[config.mk]
export PLATFORM = sky130hd
export DESIGN_NAME = cmd_decode
export DESIGN_NICKNAME = d
export VERILOG_FILES = /design/src/common/elem_pkg.sv /design/src/cmd_decode.sv
export VERILOG_INCLUDE_DIRS = /design/src /design/src/common
export SDC_FILE = /design/constraint.sdc
export NUM_CORES = 1
export LEC_CHECK = 0
export ABC_AREA = 1
export CAP_MARGIN = 10
export CELL_PAD_IN_SITES_DETAIL_PLACEMENT = 1
export CELL_PAD_IN_SITES_GLOBAL_PLACEMENT = 2
export CORE_MARGIN = 1
export CORE_UTILIZATION = 25
export DETAILED_ROUTE_END_ITERATION = 8
export DONT_BUFFER_PORTS = 1
export GPL_TIMING_DRIVEN = 0
export PLACE_DENSITY_LB_ADDON = 0.1
export SYNTH_ARGS = -nofsm -noshare
export SYNTH_HDL_FRONTEND = slang
export SYNTH_SLANG_ARGS = --single-unit
[constraint.sdc]
create_clock -name elem -period 0.8 [get_ports elem]
set_clock_uncertainty 0.15 [all_clocks]
set_input_delay 0.16 -clock elem [delete_from_list [all_inputs] [get_ports elem]]
set_output_delay 0.16 -clock elem [all_outputs]
set_load 0.005 [all_outputs]
[src/common/elem_params.svh]
// table size, element count and pipeline latencies
`ifndef ELEM_PARAMS_SVH
`define ELEM_PARAMS_SVH

// table address width, 1024 words per envelope and carrier table
`define ELEM_AW 10

// number of drive elements summed into the output
`define ELEM_N 4

// sampled command strobe to first valid element sample
`define ELEM_LAT 6

// element samples to summed output
`define SUM_LAT 3

`endif
[src/common/elem_pkg.sv]
// shared types: I/Q sample, element command and table write port
`include "elem_params.svh"

package elem_pkg;

	// one complex sample, x in the upper half of the word
	typedef struct packed {
		logic signed [15:0] x;
		logic signed [15:0] y;
	} iq_t;

	// pulse command to one element
	typedef struct packed {
		logic [1:0]             sel;        // target element
		logic [`ELEM_AW-1:0]    env_start;
		logic [`ELEM_AW-1:0]    env_length; // zero selects cw or stop
		logic [`ELEM_AW-1:0]    freq_start;
		logic signed [15:0]     amp;        // Q1.15
	} elem_cmd_t;

	// write port shared by all envelope and carrier tables
	typedef struct packed {
		logic                   en;
		logic [1:0]             sel;
		logic                   is_freq;    // carrier table when set
		logic [`ELEM_AW-1:0]    addr;
		logic [31:0]            data;       // x upper, y lower
	} tab_wr_t;

endpackage

[src/cmd_decode.sv]
// command register, element select decode and pulse / cw / stop classification
`timescale 1ns/1ps
`include "elem_params.svh"

module cmd_decode import elem_pkg::*; (
	input  logic                elem,
	input  logic                arst_n,
	input  logic                cmd_stb,
	input  elem_cmd_t           cmd,
	output logic [`ELEM_N-1:0]  start,
	output elem_cmd_t           cmd_q,
	output logic                cw,
	output logic                stop
);

	localparam logic [`ELEM_N-1:0] SEL_ONE = 1;

	logic no_len;
	logic has_amp;

	assign no_len  = (cmd.env_length == '0);
	assign has_amp = (cmd.amp != '0);

	always_ff @(posedge elem or negedge arst_n) begin
		if (!arst_n) begin
			start <= '0;
			cw    <= 1'b0;
			stop  <= 1'b0;
		end else begin
			start <= cmd_stb ? (SEL_ONE << cmd.sel) : '0;
			cw    <= cmd_stb && no_len && has_amp;
			stop  <= cmd_stb && no_len && !has_amp;
		end
	end

	// command fields are shared by all elements, start picks the one that loads them
	always_ff @(posedge elem) begin
		if (cmd_stb)
			cmd_q <= cmd;
	end

	a_start_onehot: assert property (
		@(posedge elem) disable iff (!arst_n)
		$onehot0(start)
	);

endmodule

==> results.tsv <==
metric	value	unit
drive_gt1_frac	0.0685	
drt_iter0_drc	7	
post_drt_via_cell_ratio	3.90	
grt_pass1_vias	1054	
cp-start-kind	register	
min_from	cmd[47]	
syn_inst	96	
dieArea	7370	um^2
peakVddDrop	0.000913	V
powerDensity	2200	nW/um^2
place_area	1900	um^2
fin_total_pwr	5.36	mW
critPathArrivalTime	0.72	ns
syn_area	1760	um^2
grt_overflow	0	
drc	0	
clockBufferDepth	2	
avgSynthCellArea	18.3	um^2
place_ws	-0.183	ns
yosysTopAreaCell	edfxtp_1	
cp.required	0.49	ns
instances_no_fill	242	
grt_use_total	0.0969	
drt-total-wl	3510	um
hold_viol	63	
io_buffers	0	
place_congestion	0.621	
max_freq	971	MHz
wl_per_cell	14.5	um
syn2layout_area_growth	38.8	%
slew_headroom	0.814	
min_to	start[1]	
finalSetupViolations	64	
status	finished, violations left	
cap_violations	0	
vias	945	
setup_tns	-11.00	ns
yosysSeqAreaShare	0.905	
path_max_fanout	1	
synth_nets	147	
htreeDepth	2	
drv_slew	0	
numPlacedInstances	192	
antenna_found_initial	0	
cts_tree	built	
worst_pin_slew	0.278	ns
io_pins	105	
synth.distinct_cells	8	
violations	hold timing, setup timing	
hp-class	input port to register	
drt_first_pass_iters	2	
cts_buffers	5	
grt_max_degree	51	
fin_crit_sh	1.29	
layout_commonest_cell	edfxtp_1	
clkSinkCount	54	
ys_ff_latch	54	
fin_util	0.359	
worstSetupPathType	register to primary output	
fin_crit	1.03	ns
fin_ws	-0.230	ns
yosysWarnings	0	
hold_depth	1	
holdWs	-0.225	ns
p_leak	0.923	nW
rsz0062_at_grt	true	
rows	30	
grt_pass1_wl	5220	um
yosysTopAreaCellShare	0.820	
initial_core_util	0.259	
dp_hpwl	2310	um
clockRootBuffer	clkbuf_8	
die_w	85.9	um
ys_top_cells_by_area	edfxtp_1 (82%), dfrtp_1 (8.5%), nor2_1 (3.0%)	
antennaDiodeCount	0	
fp.coreArea	6790	um^2
cp-end-kind	primary output	
layout.cells.most_common_list	edfxtp_1 (48), dlygate4sd3_1 (38), inv_1 (12)	
drtAntennaViolNets	0	
fin_area	2440	um^2
finalNetCount	196	
die_h	85.9	um
clk_pin_slew	0.09	ns
worst max-delay path by stage:
stage,start,endpoint,slack [ns],depth (start not counted)
2_1_floorplan,cmd[1],cw,-0.006,5
3_3_place_gp,cmd[13],cw,-0.16,5
3_5_place_dp,cmd[15],cw,-0.18,5
4_1_cts,cmd_q[28],cmd_q[28],-0.24,0
5_1_grt,cmd_q[28],cmd_q[28],-0.27,0
6_report,cmd_q[28],cmd_q[28],-0.23,0
metal layers:
metal	vias up	routed length (um)	global-route usage
met5	-	0	0
met2	74	1920	0.179
met4	0	70	0.0409
met3	8	347	0.0472
met1	437	1170	0.0906
li1	426	-	-
registers in the layout, summed over array words and instances (netlist names):
| name | cells |
|---|---|
| start | 4 |
| cmd_q | 48 |
| cw | 1 |
| stop | 1 |
where the power goes:
part	internal, mW	switching (mW)	total, mW
Combinational	0.162	0.0603	0.223
Sequential	3.30	0.107	3.41
Clock	0.936	0.790	1.73
cell families after synthesis:
family,share of synthesized area
and+or+nand+nor,0.0690
buffers and inverters,0.0256
DFF,0.905
cells in the mapped netlist:
library cell and instances:
nand3_1 1, edfxtp_1 48, inv_1 12, nor2b_1 1
dfrtp_1 6, nor3_1 4, nor2_1 14, nand2_1 10
area by class of cell:
cell class                 instances  area, um^2
tap                               96         120
multi-input combinational         30         146
timing repair buffer              42         430
clock buffer                       7        76.3
sequential                        54        1590
clock inverter                     1        30.0
inverter                          12        45.0
fill                             681        4350
timing repair:
item | in CTS | in global routing
hold buffers | 36 | 6
pin swaps | 0 | 3
gates resized for setup | 0 | 5
endpoints found under the setup margin | 54 | 60
hold endpoints to repair | 108 | 67
buffers inserted | 0 | 0
Note: power is estimated with default switching activity, not from simulation.
