$ cat src/common/elem_params.svh
// table size, element count and pipeline latencies
`ifndef ELEM_PARAMS_SVH
`define ELEM_PARAMS_SVH

// table address width, 1024 words per envelope and carrier table
`define ELEM_AW 10

// number of drive elements summed into the output
`define ELEM_N 4

// sampled command strobe to first valid element sample
`define ELEM_LAT 6

// element samples to summed output
`define SUM_LAT 3

`endif
$ cat src/common/elem_pkg.sv
// shared types: I/Q sample, element command and table write port
`include "elem_params.svh"

package elem_pkg;

	// one complex sample, x in the upper half of the word
	typedef struct packed {
		logic signed [15:0] x;
		logic signed [15:0] y;
	} iq_t;

	// pulse command to one element
	typedef struct packed {
		logic [1:0]             sel;        // target element
		logic [`ELEM_AW-1:0]    env_start;
		logic [`ELEM_AW-1:0]    env_length; // zero selects cw or stop
		logic [`ELEM_AW-1:0]    freq_start;
		logic signed [15:0]     amp;        // Q1.15
	} elem_cmd_t;

	// write port shared by all envelope and carrier tables
	typedef struct packed {
		logic                   en;
		logic [1:0]             sel;
		logic                   is_freq;    // carrier table when set
		logic [`ELEM_AW-1:0]    addr;
		logic [31:0]            data;       // x upper, y lower
	} tab_wr_t;

endpackage

$ cat src/element_sum.sv
// pairwise adder tree over the element streams with valid and busy merge
`timescale 1ns/1ps
`include "elem_params.svh"

module element_sum import elem_pkg::*; (
	input  logic                elem,
	input  logic                arst_n,
	input  iq_t                 samples [`ELEM_N],
	input  logic [`ELEM_N-1:0]  valid_in,
	input  logic [`ELEM_N-1:0]  busy_in,
	output iq_t                 out,
	output logic                out_valid,
	output logic                busy
);

	localparam int NP = `ELEM_N / 2;

	iq_t                lvl1 [NP];
	iq_t                lvl2;
	logic [`SUM_LAT-1:0] vld_sr;

	// sums wrap at 16 bits
	always_ff @(posedge elem) begin
		for (int i = 0; i < NP; i++) begin
			lvl1[i].x <= samples[2*i].x + samples[2*i+1].x;
			lvl1[i].y <= samples[2*i].y + samples[2*i+1].y;
		end
		lvl2.x <= lvl1[0].x + lvl1[1].x;
		lvl2.y <= lvl1[0].y + lvl1[1].y;
	end

	always_ff @(posedge elem or negedge arst_n) begin
		if (!arst_n) begin
			out    <= '0;
			vld_sr <= '0;
		end else begin
			out    <= lvl2;
			vld_sr <= {vld_sr[`SUM_LAT-2:0], |valid_in};
		end
	end

	assign out_valid = vld_sr[`SUM_LAT-1];
	assign busy      = (|busy_in) | (|vld_sr); // samples still in the tree

	a_valid_source: assert property (
		@(posedge elem) disable iff (!arst_n)
		out_valid |-> $past(|valid_in, `SUM_LAT)
	);

endmodule

$ cat config.mk
export PLATFORM = sky130hd
export DESIGN_NAME = element_sum
export DESIGN_NICKNAME = d
export VERILOG_FILES = /design/src/common/elem_pkg.sv /design/src/element_sum.sv
export VERILOG_INCLUDE_DIRS = /design/src /design/src/common
export SDC_FILE = /design/constraint.sdc
export NUM_CORES = 1
export LEC_CHECK = 0
export ABC_CLOCK_PERIOD_IN_PS = 2400
export BUFFER_PORTS_ARGS = -buffer_cell sky130_fd_sc_hd__buf_4
export CAP_MARGIN = 10
export CORE_AREA = 2 2 112 136
export DETAILED_ROUTE_END_ITERATION = 10
export DIE_AREA = 0 0 114 138
export GPL_TIMING_DRIVEN = 0
export PLACE_DENSITY_LB_ADDON = 0.08
export SLEW_MARGIN = 20
export SYNTH_ARGS = -nofsm -noshare
export SYNTH_HDL_FRONTEND = slang
export SYNTH_SLANG_ARGS = --single-unit
export TNS_END_PERCENT = 20
$ cat constraint.sdc
create_clock -name elem -period 2.4 [get_ports elem]
set_input_delay 0.48 -clock elem [delete_from_list [all_inputs] [get_ports elem]]
set_output_delay 0.48 -clock elem [all_outputs]
set_load 0.02 [all_outputs]
==> results.sh, run 1 <==
export IMPL_placement_io_buffers=171
export IMPL_synthFlopType="dfxtp_1"
export IMPL_critPathMaxStageDelay_ns=0.51
export IMPL_drt_iter0_markers=160
export IMPL_fin_cells=1044
export IMPL_final_setup_tns_ns=0
export IMPL_rsz0062_at_grt="true"
export IMPL_num_rows=49
export IMPL_setup_viol=0
export IMPL_use_met3_pct=4.165
export IMPL_synth_simple_gate_area_share_pct=8.798
export IMPL_status="finished clean"
export IMPL_clkTransAtPathRegs_ns=0.06
export IMPL_synth_seq_area_share_pct=41.16
export IMPL_timing_hold_ws_ns=0.02084
export IMPL_final_cell_mix="buf_4 (171), dfxtp_1 (96), ha_1 (89)"
export IMPL_p_per_area_nw_per_um2=995.5
export IMPL_clock_latency_ns=0.41
export IMPL_final_layout_size_suffix_gt1_share_pct=24.36
export IMPL_clockPowerShare_pct=28.7
export IMPL_cts_tree="yes"
export IMPL_reg2reg_to="lvl2[14]"
export IMPL_dieArea_um2=15730
export IMPL_drc=0
export IMPL_vdd_drop_max_uv=485.4
export IMPL_reg2reg_slack_ns=0.09
export IMPL_synth_top_family_by_area="compound AO/OA/AOI/OAI gates"
export IMPL_yosysWarnings=0
export IMPL_ys_ff_latch=131
export IMPL_grt_pass1_vias=5524
export IMPL_grtUsageTotal_pct=18.72
export IMPL_synth_area_per_cell_um2=10.25
export IMPL_r2r_start="lvl1[1][0]"
export IMPL_diodes=0
export IMPL_syn_inst=663
export IMPL_die_h_um=138
export IMPL_drt_first_pass_iters=4
export IMPL_worstPathArrival_ns=2.70
export IMPL_min_path_type="input pin to async pin"
export IMPL_cp_slowest_cell="or4b_1"
export IMPL_crit_type="input pin to flop"
export IMPL_required_ns=2.74
export IMPL_final_common_cell="buf_4"
export IMPL_grt_overflow_total=0
export IMPL_ios=172
export IMPL_endpoint="lvl1[0][30]"
export IMPL_holdBufCountCts=0
export IMPL_finClkSkew_ns=0.008688
export IMPL_drtAntennaViolNets=0
export IMPL_worstMarginPinSlew_ns=0.7187
export IMPL_area_growth_synth_to_final_pct=31.49
export IMPL_core_area_um2=14590
export IMPL_finalCritPeriodShare_pct=98.09
export IMPL_period_needed_ns=2.354
export IMPL_cts_resized=1
export IMPL_grt_busiest_layer="met2"
export IMPL_p_int_mw=6.093
export IMPL_swShare_pct=31.53
export IMPL_startpoint="samples[80]"
export IMPL_synth_fa_ha_area_share_pct=18.33
export IMPL_max_slew_margin_pct=51.48
export IMPL_synth_compound_area_share_pct=19.82
export IMPL_post_cts_setup_buffers=0
export IMPL_max_cap_viol_count=0
export IMPL_cts_root_buf="clkbuf_16"
export IMPL_htree_levels=4
export IMPL_clock_sinks=131
export IMPL_setup_worst_path_start_class="input pin"
export IMPL_synth_edf_count=0
export IMPL_pwr_share_seq_pct=35.7
export IMPL_wl_per_cell_um=13.96
export IMPL_max_freq_mhz=424.8
export IMPL_antenna_found_initial=0
export IMPL_layout_nets=1087
export IMPL_path_max_fanout=3
export IMPL_muxShareOfSynthArea_pct=0.5890
export IMPL_vias_per_cell=5.301
export IMPL_start_util_pct=46.59
export IMPL_clockBufferDepth=2
export IMPL_groute_layer_met2_usage_pct=36.25
export IMPL_die_x_um=114
export IMPL_grt_pass1_wl_um=23780
export IMPL_cts_buffers=17
export IMPL_gp_congestion=0.9185
export IMPL_p_switching_mw=2.806
export IMPL_hpwlAfterDp_um=11680
export IMPL_fin_util_pct=61.26
export IMPL_crit_chain="buf_4 -> ha_4 -> fa_2 -> a211o_1 -> a21oi_4 -> a211oi_2 -> or2_1 -> or4b_1 -> nand3_1"
export IMPL_ys_types=53
export IMPL_routed_wl_um=14580
export IMPL_syn_area_um2=6798
export IMPL_synth_xor_area_share_pct=9.921
export IMPL_combPwrFrac_pct=35.6
export IMPL_leakage_nw=4.243
export IMPL_hold_violations=0
export IMPL_grt_start_max_net_pins=36
export IMPL_r2r_cells=8
export IMPL_vias=5534
export IMPL_dp_cells=1012
export IMPL_synth_nets=897
export IMPL_synthArstFlopShare_pct=26.72
export IMPL_cp_end_kind="flop"
export IMPL_use_met1_pct=18.81
export IMPL_report_final_slew_viol_count=0
-- per-stage QoR --
step                setup slack, ns  cell area (µm²)  power (mW)
floorplan                  -0.03505             6818       5.274
global placement            -0.3392             8324       6.263
detailed placement          -0.3734             8324       6.348
CTS                        0.009155             8927       8.963
global route               -0.04651             8939       9.450
finish                      0.04578             8939       8.899
-- layout make-up --
cell class	count	area, µm²
Fill cell	1228	5653
Sequential cell	131	2798
Multi-Input combinational cell	507	3945
Clock buffer	22	464.2
Clock inverter	10	131.4
Inverter	19	71.32
Buffer	6	22.52
Timing Repair Buffer	171	1284
Tap cell	178	222.7
-- layer usage --
layer | part of all wire (%) | wire length [µm] | vias to the layer above
met4 | 2.5 | 366 | 0
met3 | 4.3 | 627 | 28
met1 | 38 | 5517 | 2532
li1 | - | - | 2815
met2 | 55 | 8065 | 159
met5 | 0 | 0 | -
-- registers in the layout (all words and copies together) (netlist names) --
signal  flops
lvl1       64
lvl2       32
out        32
vld_sr      3
-- cell usage after synthesis (all sizes together), types with 3 or more instances --
master	instances	area, µm²
dfxtp	96	1922
ha	90	1126
a21oi	73	376.6
xnor2	44	385.4
nand2	37	138.9
dfrtp	35	875.8
o21ai	35	175.2
xor2	33	289.0
a21o	30	225.2
nor2	20	75.07
inv	19	71.32
nand3	14	70.07
a211oi	13	97.59
o21a	12	90.09
o21bai	12	90.09
and3	11	68.82
nor3	10	50.05
nand4	8	50.05
clkbuf	6	22.52
fa	6	120.1
a21boi	4	30.03
a31oi	4	25.02
and2	4	25.02
mux2i	4	40.04
o31ai	4	30.03
a211o	3	26.28
a221oi	3	26.28
nand3b	3	22.52
nor2b	3	18.77
-- logic make-up after synthesis --
logic type	count (synthesis)
buffers and inverters	25
DFF	131
AOI/OAI and AO/OA	210
and+or+nand+nor	120
muxes	4
xor gates and xnor gates	77
adders and majority gates	96
-- worst max-delay path: cells and delay by family --
kind / cells / cell delay, ns
buf+inv: 1 / 0.12
fa+ha+maj: 2 / 0.55
simple gates: 3 / 0.90
compound gates: 3 / 0.65
-- power groups by stage --
stage	clock (mW)	sequential, mW	combinational (mW)
2_1_floorplan	0	3.52	1.75
3_3_place_gp	0	3.21	3.05
3_5_place_dp	0	3.22	3.12
4_1_cts	2.61	3.19	3.16
5_1_grt	2.70	3.26	3.49
6_report	2.56	3.18	3.16
-- worst min path at each step --
stage	start	endpoint	slack, ns	cells after the start
floorplan	arst_n	out[0]	0.18	0
global placement	lvl2[3]	out[3]	0.32	0
detailed placement	lvl2[11]	out[11]	0.32	0
CTS	arst_n	out[1]	0.03	1
global route	arst_n	out[1]	0.05	1
finish	arst_n	out[1]	0.02	1
Note: power is estimated with default switching activity, not from simulation.
==> run 2, diff against run 1 <==
Settings changed: RECOVER_POWER set to 50.
==> results.sh, run 2 (synthesis gave the netlist of run 1 again) <==
export IMPL_worstPathArrival_ns=2.69
export IMPL_final_layout_size_suffix_gt1_share_pct=23.44
export IMPL_status="finished with violations"
export IMPL_cts_tree="yes"
export IMPL_wl_per_cell_um=13.93
export IMPL_setup_worst_path_start_class="input pin"
export IMPL_max_slew_margin_pct=-27.35
export IMPL_combPwrFrac_pct=35.4
export IMPL_area_growth_synth_to_final_pct=31.05
export IMPL_final_common_cell="buf_4"
export IMPL_postPlaceCellArea_um2=8324
export IMPL_die_h_um=138
export IMPL_rsz0062_at_grt="true"
export IMPL_drt_iter0_markers=160
export IMPL_crit_chain="buf_4 -> ha_4 -> fa_2 -> a211o_1 -> a21oi_4 -> a211oi_2 -> or2_1 -> or4b_1 -> nand3_1"
export IMPL_hold_path_depth=2
export IMPL_htree_levels=4
export IMPL_violations="capacitance limit, slew limit"
export IMPL_period_needed_ns=2.349
export IMPL_reg2reg_to="lvl2[14]"
export IMPL_worstMarginPinSlew_ns=1.910
export IMPL_max_freq_mhz=425.8
export IMPL_pwr_share_seq_pct=35.8
export IMPL_fin_util_pct=61.05
export IMPL_num_rows=49
export IMPL_clockPowerShare_pct=28.8
export IMPL_ios=172
export IMPL_setup_viol=0
export IMPL_min_to="vld_sr[0]"
export IMPL_antenna_found_initial=0
export IMPL_grt_pass1_wl_um=23780
export IMPL_final_setup_tns_ns=0
export IMPL_dieArea_um2=15730
export IMPL_routed_wl_um=14540
export IMPL_cp_slowest_cell="or4b_1"
export IMPL_crit_family="simple AND/OR/NAND/NOR gates"
export IMPL_final_cell_mix="buf_4 (159), dfxtp_1 (96), ha_1 (89)"
export IMPL_cp_end_kind="flop"
export IMPL_p_int_mw=6.074
export IMPL_holdBufCountCts=0
export IMPL_leakage_nw=4.213
export IMPL_r2r_start="lvl1[1][0]"
export IMPL_vias=5529
export IMPL_finalCritPeriodShare_pct=97.86
export IMPL_layout_nets=1087
export IMPL_min_path_type="input pin to flop"
export IMPL_clock_sinks=131
export IMPL_grt_pass1_vias=5524
export IMPL_cts_root_buf="clkbuf_16"
export IMPL_vdd_drop_max_uv=480.2
export IMPL_cts_buffers=17
export IMPL_clock_latency_ns=0.41
export IMPL_clockBufferDepth=2
export IMPL_largest_reg_flops=64
export IMPL_grt_overflow_total=0
export IMPL_die_x_um=114
export IMPL_r2r_cells=8
export IMPL_crit_buf_inv=1
export IMPL_path_max_fanout=3
export IMPL_min_from="valid_in[2]"
export IMPL_hpwlAfterDp_um=11680
export IMPL_placement_io_buffers=171
export IMPL_gp_congestion=0.9185
export IMPL_finClkSkew_ns=0.008519
export IMPL_reg2reg_slack_ns=0.09
export IMPL_p_switching_mw=2.801
export IMPL_worst_slack_ns=0.05135
export IMPL_vias_per_cell=5.296
export IMPL_grtUsageTotal_pct=18.72
export IMPL_post_cts_setup_buffers=0
export IMPL_grt_start_max_net_pins=36
export IMPL_place_ws_ns=-0.3734
export IMPL_report_final_slew_viol_count=36
export IMPL_crit_type="input pin to flop"
export IMPL_hold_violations=0
export IMPL_critPathMaxStageDelay_ns=0.51
export IMPL_drt_first_pass_iters=4
export IMPL_finalPower_mw=8.875
export IMPL_reg_largest_list="lvl1 (64), lvl2 (32), out (32)"
export IMPL_top_register="lvl1"
export IMPL_start_util_pct=46.59
export IMPL_drtAntennaViolNets=0
export IMPL_p_per_area_nw_per_um2=996.2
export IMPL_required_ns=2.74
export IMPL_max_cap_viol_count=1
export IMPL_swShare_pct=31.56
export IMPL_drc=0
export IMPL_fin_area_um2=8909
export IMPL_diodes=0
export IMPL_clkTransAtPathRegs_ns=0.05
export IMPL_core_area_um2=14590
-- run 2: cell types whose count changed in the layout (fill, tap and decap cells not counted), sizes merged --
cell | before | now
buf | 171 | 159
clkbuf | 28 | 40
-- run 2: power by group through the flow --
| stage | combinational, mW | clock [mW] | sequential, mW |
|---|---|---|---|
| finish | 3.14 | 2.55 | 3.18 |
| detailed placement | 3.12 | 0 | 3.22 |
| global route | 3.47 | 2.70 | 3.26 |
| CTS | 3.16 | 2.61 | 3.19 |
| global placement | 3.05 | 0 | 3.21 |
| floorplan | 1.75 | 0 | 3.52 |
-- run 2: final cells by class --
class,count,area [µm²]
buffer,6,22.52
clock buffer,22,464.2
clock inverter,10,131.4
fill,1240,5683
inverter,19,71.32
multi-input combinational,507,3945
sequential,131,2798
tap,178,222.7
timing repair buffer,171,1254
-- run 2: worst max-delay path by stage --
stage,slack [ns],cells after the start,end,startpoint
3_3_place_gp,-0.34,9,lvl1[0][30],samples[80]
6_report,0.05,9,lvl1[0][30],samples[112]
4_1_cts,0.009,8,lvl2[14],lvl1[1][0]
5_1_grt,-0.05,8,lvl2[14],lvl1[1][0]
3_5_place_dp,-0.37,9,lvl1[0][30],samples[80]
2_1_floorplan,-0.04,8,lvl1[0][30],samples[80]
-- run 2: layer usage --
metal  wire (µm)  track usage [%]
met5           0                0
met4         340            7.702
met3         599            4.165
met2        8085            36.25
met1        5516            18.81
-- run 2: per-stage QoR --
stage                     instances  hold WS (ns)
after floorplan                 663        0.1844
after detailed placement       1012        0.3195
after global routing           1044        0.2646
final                          1044        0.2716
after CTS                      1044       0.02754
after global placement         1012        0.3169
-- run 2: repair_timing --
| item | 4_1_cts | 5_1_grt |
|---|---|---|
| endpoints found under the setup margin | 1 | 4 |
| pin swaps | 0 | 0 |
| gates cloned | 0 | 0 |
| gates resized for setup | 1 | 3 |
| endpoints found under the hold margin | 0 | 0 |
